File: config.mk
export PLATFORM = sky130hd
export DESIGN_NAME = axi_rd_slave
export DESIGN_NICKNAME = d
export VERILOG_FILES = /design/src/axi_rd_pkg.sv /design/src/axi_rd_slave.sv /design/src/burst_addr_gen.sv /design/src/ost_entry.sv /design/src/ost_table.sv /design/src/r_channel_ctrl.sv /design/src/rr_arbiter.sv
export SDC_FILE = /design/constraint.sdc
export NUM_CORES = 2
export LEC_CHECK = 0
export BUFFER_PORTS_ARGS = -buffer_cell sky130_fd_sc_hd__buf_2
export CAP_MARGIN = 20
export CORE_MARGIN = 1
export CORE_UTILIZATION = 40
export DETAILED_ROUTE_END_ITERATION = 8
export HOLD_SLACK_MARGIN = 0.02
export PLACE_DENSITY = 0.53
export SETUP_SLACK_MARGIN = 0.15
export SLEW_MARGIN = 30
export SYNTH_ARGS = -nofsm -noshare
export SYNTH_HDL_FRONTEND = slang
export SYNTH_SLANG_ARGS = --single-unit
File: constraint.sdc
create_clock -name clk -period 15 [get_ports clk]
set_input_delay 2.25 -clock clk [delete_from_list [all_inputs] [get_ports clk]]
set_output_delay 2.25 -clock clk [all_outputs]
set_load 0.02 [all_outputs]
File: src/axi_rd_pkg.sv
/*
 * Shared field widths, vector types and codes for the AXI read slave.
 * Bursts are limited to MAX_BURST_LEN beats and arlen above 7 is not checked.
 * FETCH_BASE_DLY must stay above the largest ID so the fetch delay is never zero.
 */
package axi_rd_pkg;

    // ------------------------------
    // AXI field widths
    // ------------------------------
    localparam int ID_W   = 4;
    localparam int ADDR_W = 16;
    localparam int DATA_W = 32;
    localparam int LEN_W  = 8;
    localparam int SIZE_W = 3;
    localparam int RESP_W = 2;

    // Burst buffer depth per outstanding entry
    localparam int MAX_BURST_LEN = 8;
    localparam int BEAT_IDX_W    = $clog2(MAX_BURST_LEN);

    // Fetch delay per beat is this minus the transaction ID
    localparam int FETCH_BASE_DLY = 20;

    typedef logic [ID_W-1:0]       id_t;
    typedef logic [ADDR_W-1:0]     addr_t;
    typedef logic [LEN_W-1:0]      len_t;
    typedef logic [SIZE_W-1:0]     size_t;
    typedef logic [DATA_W-1:0]     data_t;
    typedef logic [RESP_W-1:0]     resp_t;
    typedef logic [BEAT_IDX_W-1:0] beat_idx_t;
    typedef logic [4:0]            fetch_cnt_t;

    // AXI burst type encoding
    typedef enum logic [1:0] {
        FIXED = 2'b00,
        INCR  = 2'b01,
        WRAP  = 2'b10
    } burst_e;

    // Response codes
    localparam resp_t RESP_OKAY   = 2'b00;
    localparam resp_t RESP_SLVERR = 2'b10;

endpackage

File: src/axi_rd_slave.sv
`timescale 1ns/1ps
/*
 * AXI read-only slave with a modelled slow memory and out-of-order completion.
 * Beat data is the zero-extended ID and beat address, and the last beat of ID 15
 * returns SLVERR. Bursts up to 8 beats, OST_DEPTH a power of two.
 */
module axi_rd_slave #(
    parameter int OST_DEPTH = 4
) (
    input  logic               clk,
    input  logic               rst_n,

    // AR channel
    input  logic               arvalid,
    output logic               arready,
    input  axi_rd_pkg::id_t    arid,
    input  axi_rd_pkg::addr_t  araddr,
    input  axi_rd_pkg::len_t   arlen,
    input  axi_rd_pkg::size_t  arsize,
    input  axi_rd_pkg::burst_e arburst,

    // R channel
    output logic               rvalid,
    input  logic               rready,
    output axi_rd_pkg::id_t    rid,
    output axi_rd_pkg::data_t  rdata,
    output axi_rd_pkg::resp_t  rresp,
    output logic               rlast
);
    import axi_rd_pkg::*;

    // Per-entry beat interface
    logic [OST_DEPTH-1:0] beat_ready;
    logic [OST_DEPTH-1:0] beat_last;
    logic [OST_DEPTH-1:0] beat_sent;
    id_t                  beat_id   [OST_DEPTH];
    data_t                beat_data [OST_DEPTH];
    resp_t                beat_resp [OST_DEPTH];

    ost_table #(
        .OST_DEPTH (OST_DEPTH)
    ) u_ost_table (
        .clk        (clk),
        .rst_n      (rst_n),
        .arvalid    (arvalid),
        .arid       (arid),
        .araddr     (araddr),
        .arlen      (arlen),
        .arsize     (arsize),
        .arburst    (arburst),
        .arready    (arready),
        .beat_sent  (beat_sent),
        .beat_ready (beat_ready),
        .beat_id    (beat_id),
        .beat_data  (beat_data),
        .beat_resp  (beat_resp),
        .beat_last  (beat_last)
    );

    r_channel_ctrl #(
        .OST_DEPTH (OST_DEPTH)
    ) u_r_ctrl (
        .clk        (clk),
        .rst_n      (rst_n),
        .beat_ready (beat_ready),
        .beat_id    (beat_id),
        .beat_data  (beat_data),
        .beat_resp  (beat_resp),
        .beat_last  (beat_last),
        .beat_sent  (beat_sent),
        .rvalid     (rvalid),
        .rready     (rready),
        .rid        (rid),
        .rdata      (rdata),
        .rresp      (rresp),
        .rlast      (rlast)
    );

endmodule

File: src/burst_addr_gen.sv
`timescale 1ns/1ps
/*
 * Next beat address for FIXED, INCR and WRAP bursts.
 * WRAP assumes a legal length of 2, 4, 8 or 16 beats so the span is a power of two.
 * INCR does not stop at a 4 KB boundary.
 */
module burst_addr_gen (
    input  axi_rd_pkg::addr_t  start_addr,
    input  axi_rd_pkg::addr_t  cur_addr,
    input  axi_rd_pkg::size_t  size,
    input  axi_rd_pkg::len_t   len,
    input  axi_rd_pkg::burst_e burst,
    output axi_rd_pkg::addr_t  next_addr
);
    import axi_rd_pkg::*;

    addr_t beat_bytes;
    addr_t span;
    addr_t aligned;
    addr_t incr_addr;
    addr_t boundary;
    logic  wrap_hit;

    assign beat_bytes = addr_t'(1) << size;
    assign span       = beat_bytes * (addr_t'(len) + addr_t'(1));

    // Step from the size-aligned current address
    assign aligned   = cur_addr & ~(beat_bytes - addr_t'(1));
    assign incr_addr = aligned + beat_bytes;

    // Wrap window is aligned to the whole burst span
    assign boundary = start_addr & ~(span - addr_t'(1));
    assign wrap_hit = (incr_addr == boundary + span);

    always_comb begin
        case (burst)
            FIXED:   next_addr = start_addr;
            INCR:    next_addr = incr_addr;
            WRAP:    next_addr = wrap_hit ? boundary : incr_addr;
            default: next_addr = incr_addr;
        endcase
    end

endmodule

File: src/ost_entry.sv
`timescale 1ns/1ps
/*
 * One outstanding read burst with a slow modelled fetch and an 8-beat buffer.
 * Each beat is fetched FETCH_BASE_DLY minus ID cycles after the previous one.
 * alloc is only legal while busy is low, and arlen above 7 is not supported.
 */
module ost_entry (
    input  logic               clk,
    input  logic               rst_n,
    input  logic               alloc,
    input  axi_rd_pkg::id_t    ar_id,
    input  axi_rd_pkg::addr_t  ar_addr,
    input  axi_rd_pkg::len_t   ar_len,
    input  axi_rd_pkg::size_t  ar_size,
    input  axi_rd_pkg::burst_e ar_burst,
    input  logic               beat_sent,
    output logic               busy,
    output logic               beat_ready,
    output axi_rd_pkg::id_t    beat_id,
    output axi_rd_pkg::data_t  beat_data,
    output axi_rd_pkg::resp_t  beat_resp,
    output logic               beat_last
);
    import axi_rd_pkg::*;

    // Stored request
    id_t    id_q;
    addr_t  start_q;
    len_t   len_q;
    size_t  size_q;
    burst_e burst_q;

    // Fetch side
    fetch_cnt_t fetch_cnt;
    fetch_cnt_t fetch_dly;
    beat_idx_t  fetch_idx;
    addr_t      cur_addr;
    addr_t      next_addr;
    logic       fetch;
    logic       fetch_last;
    resp_t      last_resp;

    // Beat buffer and send side
    data_t                    beat_buf [MAX_BURST_LEN];
    logic [MAX_BURST_LEN-1:0] beat_vld;
    logic [MAX_BURST_LEN-1:0] beat_vld_d;
    beat_idx_t                send_idx;
    beat_idx_t                send_idx_d;
    logic                     busy_d;

    burst_addr_gen u_addr_gen (
        .start_addr (start_q),
        .cur_addr   (cur_addr),
        .size       (size_q),
        .len        (len_q),
        .burst      (burst_q),
        .next_addr  (next_addr)
    );

    // ------------------------------
    // Request payload and beat data
    // ------------------------------
    always_ff @(posedge clk) begin
        if (alloc) begin
            id_q     <= ar_id;
            start_q  <= ar_addr;
            len_q    <= ar_len;
            size_q   <= ar_size;
            burst_q  <= ar_burst;
            cur_addr <= ar_addr;
            for (int i = 0; i < MAX_BURST_LEN; i++) begin
                beat_buf[i] <= '0;
            end
        end else if (fetch) begin
            cur_addr            <= next_addr;
            beat_buf[fetch_idx] <= data_t'({id_q, cur_addr});
            if (fetch_last) begin
                // Error injection on the all-ones ID
                last_resp <= (id_q == '1) ? RESP_SLVERR : RESP_OKAY;
            end
        end
    end

    // ------------------------------
    // Fetch timer
    // ------------------------------
    assign fetch_dly  = fetch_cnt_t'(FETCH_BASE_DLY - int'(id_q));
    assign fetch      = busy & (fetch_cnt == fetch_dly);
    assign fetch_last = fetch & (fetch_idx == beat_idx_t'(len_q));

    // Zero count means no fetch pending
    always_ff @(posedge clk or negedge rst_n) begin
        if (!rst_n) begin
            fetch_cnt <= '0;
            fetch_idx <= '0;
        end else if (alloc) begin
            fetch_cnt <= fetch_cnt_t'(1);
            fetch_idx <= '0;
        end else if (fetch) begin
            fetch_cnt <= fetch_last ? '0 : fetch_cnt_t'(1);
            fetch_idx <= fetch_idx + beat_idx_t'(1);
        end else if (fetch_cnt != '0) begin
            fetch_cnt <= fetch_cnt + fetch_cnt_t'(1);
        end
    end

    // ------------------------------
    // Send progress
    // ------------------------------
    always_comb begin
        beat_vld_d = beat_vld;
        send_idx_d = send_idx;
        busy_d     = busy;
        if (alloc) begin
            beat_vld_d = '0;
            send_idx_d = '0;
            busy_d     = 1'b1;
        end else begin
            if (fetch) begin
                beat_vld_d[fetch_idx] = 1'b1;
            end
            if (beat_sent) begin
                send_idx_d = send_idx + beat_idx_t'(1);
                busy_d     = ~beat_last;
            end
        end
    end

    // Ready is looked up on next state so it comes straight from a flop
    always_ff @(posedge clk or negedge rst_n) begin
        if (!rst_n) begin
            busy       <= 1'b0;
            send_idx   <= '0;
            beat_vld   <= '0;
            beat_ready <= 1'b0;
        end else begin
            busy       <= busy_d;
            send_idx   <= send_idx_d;
            beat_vld   <= beat_vld_d;
            beat_ready <= busy_d & beat_vld_d[send_idx_d];
        end
    end

    assign beat_id   = id_q;
    assign beat_data = beat_buf[send_idx];
    assign beat_last = (send_idx == beat_idx_t'(len_q));
    assign beat_resp = beat_last ? last_resp : RESP_OKAY;

endmodule

File: src/ost_table.sv
`timescale 1ns/1ps
/*
 * Table of outstanding read bursts with round-robin free-slot allocation.
 * arready is combinational and low only while every entry is busy.
 * OST_DEPTH must be a power of two, at least 2.
 */
module ost_table #(
    parameter int OST_DEPTH = 4
) (
    input  logic                   clk,
    input  logic                   rst_n,
    input  logic                   arvalid,
    input  axi_rd_pkg::id_t        arid,
    input  axi_rd_pkg::addr_t      araddr,
    input  axi_rd_pkg::len_t       arlen,
    input  axi_rd_pkg::size_t      arsize,
    input  axi_rd_pkg::burst_e     arburst,
    output logic                   arready,
    input  logic [OST_DEPTH-1:0]   beat_sent,
    output logic [OST_DEPTH-1:0]   beat_ready,
    output axi_rd_pkg::id_t        beat_id   [OST_DEPTH],
    output axi_rd_pkg::data_t      beat_data [OST_DEPTH],
    output axi_rd_pkg::resp_t      beat_resp [OST_DEPTH],
    output logic [OST_DEPTH-1:0]   beat_last
);
    import axi_rd_pkg::*;

    localparam int IDX_W = $clog2(OST_DEPTH);

    logic [OST_DEPTH-1:0] busy;
    logic [OST_DEPTH-1:0] free_vec;
    logic [OST_DEPTH-1:0] alloc;
    logic [IDX_W-1:0]     free_ptr;
    logic                 any_free;
    logic                 full;
    logic                 ar_hs;

    // ------------------------------
    // Slot allocation
    // ------------------------------
    assign free_vec = ~busy;
    assign full     = ~any_free;
    assign arready  = ~full;
    assign ar_hs    = arvalid & arready;

    rr_arbiter #(
        .DEPTH (OST_DEPTH)
    ) u_free_arb (
        .clk      (clk),
        .rst_n    (rst_n),
        .req      (free_vec),
        .grant_en (ar_hs),
        .ptr      (free_ptr),
        .any_req  (any_free)
    );

    always_comb begin
        alloc = '0;
        if (ar_hs) begin
            alloc[free_ptr] = 1'b1;
        end
    end

    // ------------------------------
    // Entries
    // ------------------------------
    for (genvar g = 0; g < OST_DEPTH; g++) begin : g_entry
        ost_entry u_entry (
            .clk        (clk),
            .rst_n      (rst_n),
            .alloc      (alloc[g]),
            .ar_id      (arid),
            .ar_addr    (araddr),
            .ar_len     (arlen),
            .ar_size    (arsize),
            .ar_burst   (arburst),
            .beat_sent  (beat_sent[g]),
            .busy       (busy[g]),
            .beat_ready (beat_ready[g]),
            .beat_id    (beat_id[g]),
            .beat_data  (beat_data[g]),
            .beat_resp  (beat_resp[g]),
            .beat_last  (beat_last[g])
        );
    end

endmodule

File: src/r_channel_ctrl.sv
`timescale 1ns/1ps
/*
 * R channel driver that picks a ready entry and stays on it until rlast.
 * Bursts complete out of order but their beats are never interleaved.
 * rvalid may drop between beats of a locked burst while a fetch is pending.
 */
module r_channel_ctrl #(
    parameter int OST_DEPTH = 4
) (
    input  logic                 clk,
    input  logic                 rst_n,
    input  logic [OST_DEPTH-1:0] beat_ready,
    input  axi_rd_pkg::id_t      beat_id   [OST_DEPTH],
    input  axi_rd_pkg::data_t    beat_data [OST_DEPTH],
    input  axi_rd_pkg::resp_t    beat_resp [OST_DEPTH],
    input  logic [OST_DEPTH-1:0] beat_last,
    output logic [OST_DEPTH-1:0] beat_sent,
    output logic                 rvalid,
    input  logic                 rready,
    output axi_rd_pkg::id_t      rid,
    output axi_rd_pkg::data_t    rdata,
    output axi_rd_pkg::resp_t    rresp,
    output logic                 rlast
);
    import axi_rd_pkg::*;

    localparam int IDX_W = $clog2(OST_DEPTH);

    logic             lock_q;
    logic [IDX_W-1:0] lock_idx_q;
    logic [IDX_W-1:0] arb_ptr;
    logic [IDX_W-1:0] sel;
    logic             arb_any;
    logic             grant;
    logic             r_hs;

    rr_arbiter #(
        .DEPTH (OST_DEPTH)
    ) u_r_arb (
        .clk      (clk),
        .rst_n    (rst_n),
        .req      (beat_ready),
        .grant_en (grant),
        .ptr      (arb_ptr),
        .any_req  (arb_any)
    );

    // Idle takes the arbiter choice in the same cycle
    assign grant = ~lock_q & arb_any;
    assign sel   = lock_q ? lock_idx_q : arb_ptr;

    assign rvalid = beat_ready[sel];
    assign rid    = beat_id[sel];
    assign rdata  = beat_data[sel];
    assign rresp  = beat_resp[sel];
    assign rlast  = beat_last[sel];
    assign r_hs   = rvalid & rready;

    always_comb begin
        beat_sent = '0;
        if (r_hs) begin
            beat_sent[sel] = 1'b1;
        end
    end

    // Single-beat bursts never take the lock
    always_ff @(posedge clk or negedge rst_n) begin
        if (!rst_n) begin
            lock_q     <= 1'b0;
            lock_idx_q <= '0;
        end else if (r_hs && rlast) begin
            lock_q <= 1'b0;
        end else if (grant) begin
            lock_q     <= 1'b1;
            lock_idx_q <= arb_ptr;
        end
    end

endmodule

File: src/rr_arbiter.sv
`timescale 1ns/1ps
/*
 * Round-robin pointer over a request vector.
 * DEPTH must be a power of two and at least 2, so the index wraps naturally.
 * ptr only names a requester when any_req is high.
 */
module rr_arbiter #(
    parameter int DEPTH = 4
) (
    input  logic                     clk,
    input  logic                     rst_n,
    input  logic [DEPTH-1:0]         req,
    input  logic                     grant_en,
    output logic [$clog2(DEPTH)-1:0] ptr,
    output logic                     any_req
);

    localparam int IDX_W = $clog2(DEPTH);

    // Highest priority index
    logic [IDX_W-1:0] base_q;
    logic [IDX_W-1:0] cand;

    // Scan from the far end back so the nearest requester wins
    always_comb begin
        ptr     = base_q;
        any_req = 1'b0;
        cand    = base_q;
        for (int i = DEPTH - 1; i >= 0; i--) begin
            cand = base_q + IDX_W'(i);
            if (req[cand]) begin
                ptr     = cand;
                any_req = 1'b1;
            end
        end
    end

    // Priority moves just past the granted index
    always_ff @(posedge clk or negedge rst_n) begin
        if (!rst_n) begin
            base_q <= '0;
        end else if (grant_en) begin
            base_q <= ptr + IDX_W'(1);
        end
    end

endmodule

==> summary.txt <==
Outcome
  – Outcome: finished, final reports clean

Timing
  – Fin. Hold Viols: 0
  – Post-layout minimum cycle time: 9.89 ns
  – Setup_tns: 0 ns
  – RSZ-0062 raised after global routing: false
  – Highest Clock Rate: between 100 and 150 MHz
  – Max Slew Vio Count: 0
  – Worst Tran Pin Value: roughly 1.1 ns
  – Clock skew: approximately 0.032 ns
  – Worst slew margin: between 20 and 30%
  – Post-route clock period utilization: 65.9%
  – Setup Viol. Count Final: 0

Global route
  – First-pass GRT wire length: between 200 and 300 mm
  – Antenna violations before repair: 20
  – Largest net degree at the start of global routing: 71
  – Number of global-route vias before repair: 43200
  – GRT Resource Usage Total: 25.0%
  – GRT overflow: 0

Clock network
  – H-tree depth: 3
  – CTS Buffer Depth: 3
  – Sink Count: between 900 and 1000
  – Num CTS Buffers: 105
  – Hold_buf cts: 0
  – Setup Buffers After CTS: 0
  – CTS Root Cell: clkbuf_16
  – Clock Latency Late Sink: between 0.7 and 0.8 ns
  – Resized Gates After CTS: 0
  – Worst-path clk slew: ~0.06 ns
  – CTS tree: built

Setup path
  – Critical R2R Capture: u_ost_table.g_entry[2].u_entry.cur_addr[9]$_DFFE_PP_
  – Delay-heaviest family, CP: simple AND/OR/NAND/NOR gates
  – Critical Path Slowest Stage Cell: nor4_4
  – CP Launch Point: u_ost_table.g_entry[2].u_entry.size_q[1]$_DFFE_PP_
  – Stages on the worst setup path: 29
  – R2r setup slk: 5.11 ns
  – WS Path Type: reg -> reg
  – WP data arrival: 10.36 ns
  – Startpoint Class: flop
  – CP bufs+invs: 3
  – Worst setup path end: u_ost_table.g_entry[2].u_entry.cur_addr[9]$_DFFE_PP_
  – Origin of the critical flop-to-flop path: u_ost_table.g_entry[2].u_entry.size_q[1]$_DFFE_PP_
  – Path depth of the worst reg2reg path: 29
  – Worst-path maximum fanout: 20
  – Critical Path Sink Type: flop
  – Critical Path RT: 15.47 ns
  – Cell mode on critical path: ha_1
  – Crit-path max cell delay: around 0.8 ns

Placement
  – GP Congestion: about 0.94
  – PortBufs: 64
  – DP HPWL: 138 mm
  – Placed inst area: 0.0643 sq mm

Job
  – Maxcap violations: 0

Layout
  – Nets@finish: just over 6000
  – Fillers: 14400
  – Fraction of layout instances using a drive strength above 1: ~12%
  – Syn-to-layout area delta: 9.46%
  – Register area: 0.0275 sq mm
  – Final Cell Area: 0.0679 sq mm
  – Multi-input logic area: approximately 0.032 sq mm

Routing
  – DRT Wirelength: slightly below 200 mm
  – Initial DRC Count: 4283
  – Avg WL per Cell: 25.5 um
  – Via count: about 44000
  – Remaining DRCs: 0
  – Avg Vias per Cell: approximately 5.7
  – Initial DRT Pass Iterations: 6
  – Final antenna-violating net count: 0

Synth
  – Ys flop type: edfxtp_1
  – Post-synth EDFFs: 840
  – Yosys reg bits: around 930
  – Yosys cell types: 105
  – Yosys warnings: 0
  – Async set or reset register ratio after synthesis: approximately 9.8%
  – Syn_area_per_cell: approximately 11 sq um
  – Mapped Cells: approximately 5700
  – Mapped Area: just over 0.06 sq mm
  – Register area share after synthesis: 44.3%

Floorplan
  – Die ar.: 0.157 sq mm
  – I/O Pins: roughly 80
  – Die height: a little under 400 um
  – Initial Utilization: 40.3%
  – Total core area: approximately 0.15 sq mm
  – # rows: between 100 and 150
  – Die Width: 396 um

Power and ir drop
  – Combinational power share: between 40% and 50%
  – Internal power: between 7 and 8 mW
  – Clock share of power: a little over a fifth
  – Worst vdd ir: roughly 0.00013 V
  – Sw Pwr: 5.41 mW
  – Pleak: 26.2 nW
  – PD cells: around 190 mW/mm^2
  – Switching share of power: 43.0%
  – Flop pwr share: between 30% and 40%

Worst hold path
  – Worst hold path class: reg -> reg
==> sequential cells by signal, summed over array words and instances, names as in the netlist, 8 cells and up <==
| name | flops |
|---|---|
| u_ost_table.g_entry.u_entry.beat_vld | 32 |
| u_ost_table.g_entry.u_entry.fetch_cnt | 20 |
| u_ost_table.g_entry.u_entry.beat_id | 16 |
| u_ost_table.g_entry.u_entry.len_q | 32 |
| u_ost_table.g_entry.u_entry.fetch_idx | 12 |
| u_ost_table.g_entry.u_entry.beat_buf | 640 |
| u_ost_table.g_entry.u_entry.send_idx | 12 |
| u_ost_table.g_entry.u_entry.size_q | 12 |
| u_ost_table.g_entry.u_entry.burst_q | 8 |
| u_ost_table.g_entry.u_entry.start_q | 64 |
| u_ost_table.g_entry.u_entry.cur_addr | 64 |
==> metal layers <==
metal / share of wire, % / vias up / global-route usage (%)
met3: 7.3 / 269 / 4.08
li1: - / 20200 / -
met2: 45 / 1608 / 38.6
met4: 2.7 / 6 / 7.00
met5: 0.019 / - / 0
met1: 45 / 22300 / 36.3
==> cell usage after synthesis (all sizes together) (11+ instances only) <==
cell type,number,area (sq um)
nor2,463,1740
nor4,50,383
or3,40,250
nand4,37,231
o21ai,203,1020
o211ai,32,245
nor4b,12,120
mux4,160,3600
nor3,99,510
and3,77,482
nand3b,15,113
a21oi,167,840
o221ai,18,164
ha,208,2600
o21a,19,143
edfxtp,840,25200
o22ai,26,163
dfrtp,91,2280
o31ai,16,120
clkbuf,307,1150
fa,168,3360
nor2b,49,307
or4,14,116
a31oi,58,363
o2111ai,12,105
a221oi,18,158
nand2,347,1310
and2,610,3820
xor2,127,1110
buf,54,294
inv,351,1320
and3b,18,158
nand2b,73,457
or2,72,450
nor3b,22,165
mux2,36,405
a21o,70,526
xnor2,213,1870
mux2i,121,1210
a21boi,11,82.6
nand3,147,736
a211oi,26,195
==> cell families (layout without fill, tap and decap cells) <==
group / after synthesis / in the layout / share of synthesized area (%)
muxes: 317 / 317 / 8.41
xor gates and xnor gates: 350 / 350 / 5.17
DFF: 931 / 931 / 44.3
and+or+nand+nor: 2198 / 2198 / 19.1
AOI/OAI and AO/OA: 827 / 827 / 8.87
buffers and inverters: 717 / 699 / 4.49
adders and majority gates: 377 / 377 / 9.63
other: 1 / 24 / 0.00604
==> through the flow <==
step,setup slack (ns),util [%],power [mW],hold WS [ns],std cells
after global routing,4.54,44.1,13.3,0.487,7757
after detailed placement,5.19,41.8,9.91,0.460,7557
after CTS,5.18,44.0,12.6,0.473,7754
final,5.11,44.1,12.6,0.473,7767
after global placement,5.37,41.7,9.87,0.455,7555
after floorplan,5.87,-,7.93,0.441,5730
==> cell usage in the layout (no fill, tap or decap), types with 36 or more instances in the layout <==
master	n
mux4_2	160
buf_4	79
o21ai_0	189
nor2_1	456
nand2_1	342
a21oi_1	166
clkbuf_16	107
xor2_1	127
buf_2	63
or2_2	70
nor2b_1	49
nor4_1	38
dfrtp_1	83
nand4_1	37
and3_1	77
ha_1	208
xnor2_1	213
edfxtp_1	840
nor3_1	88
and2_1	610
fa_1	168
a31oi_1	58
a21o_1	70
inv_1	347
nand2b_1	73
or3_1	40
mux2_2	36
mux2i_1	115
nand3_1	147
==> layout make-up <==
cell class	instances	share of cell area (%)
diodes	11	0.0405
clock buffers	140	4.23
clock inverters	57	0.866
multi-input cells	4082	47.2
well taps	2044	3.77
flip-flops and latches	931	40.5
inverters	356	1.97
repair buffers	146	1.43
==> how the worst min path moves through the flow <==
stage,cells after the start,end,from,slack [ns]
floorplan,1,u_ost_table.g_entry[3].u_entry.beat_vld[4]$_DFF_PN0_,u_ost_table.g_entry[3].u_entry.beat_vld[4]$_DFF_PN0_,0.44
global placement,1,u_ost_table.g_entry[3].u_entry.beat_vld[5]$_DFF_PN0_,u_ost_table.g_entry[3].u_entry.beat_vld[5]$_DFF_PN0_,0.45
detailed placement,1,u_ost_table.g_entry[3].u_entry.beat_vld[6]$_DFF_PN0_,u_ost_table.g_entry[3].u_entry.beat_vld[6]$_DFF_PN0_,0.46
CTS,1,u_ost_table.g_entry[3].u_entry.beat_vld[6]$_DFF_PN0_,u_ost_table.g_entry[3].u_entry.beat_vld[6]$_DFF_PN0_,0.47
global route,1,u_ost_table.g_entry[3].u_entry.beat_vld[6]$_DFF_PN0_,u_ost_table.g_entry[3].u_entry.beat_vld[6]$_DFF_PN0_,0.49
finish,1,u_ost_table.g_entry[3].u_entry.beat_vld[6]$_DFF_PN0_,u_ost_table.g_entry[3].u_entry.beat_vld[6]$_DFF_PN0_,0.47
==> power groups by stage <==
stage / Clock [mW] / Sequential (mW) / Combinational, mW
6_report: 2.63 / 4.16 / 5.80
5_1_grt: 2.76 / 4.23 / 6.27
4_1_cts: 2.67 / 4.15 / 5.74
3_5_place_dp: 0 / 4.20 / 5.71
3_3_place_gp: 0 / 4.19 / 5.68
2_1_floorplan: 0 / 3.76 / 4.16
(Power assumes the default switching activity.)
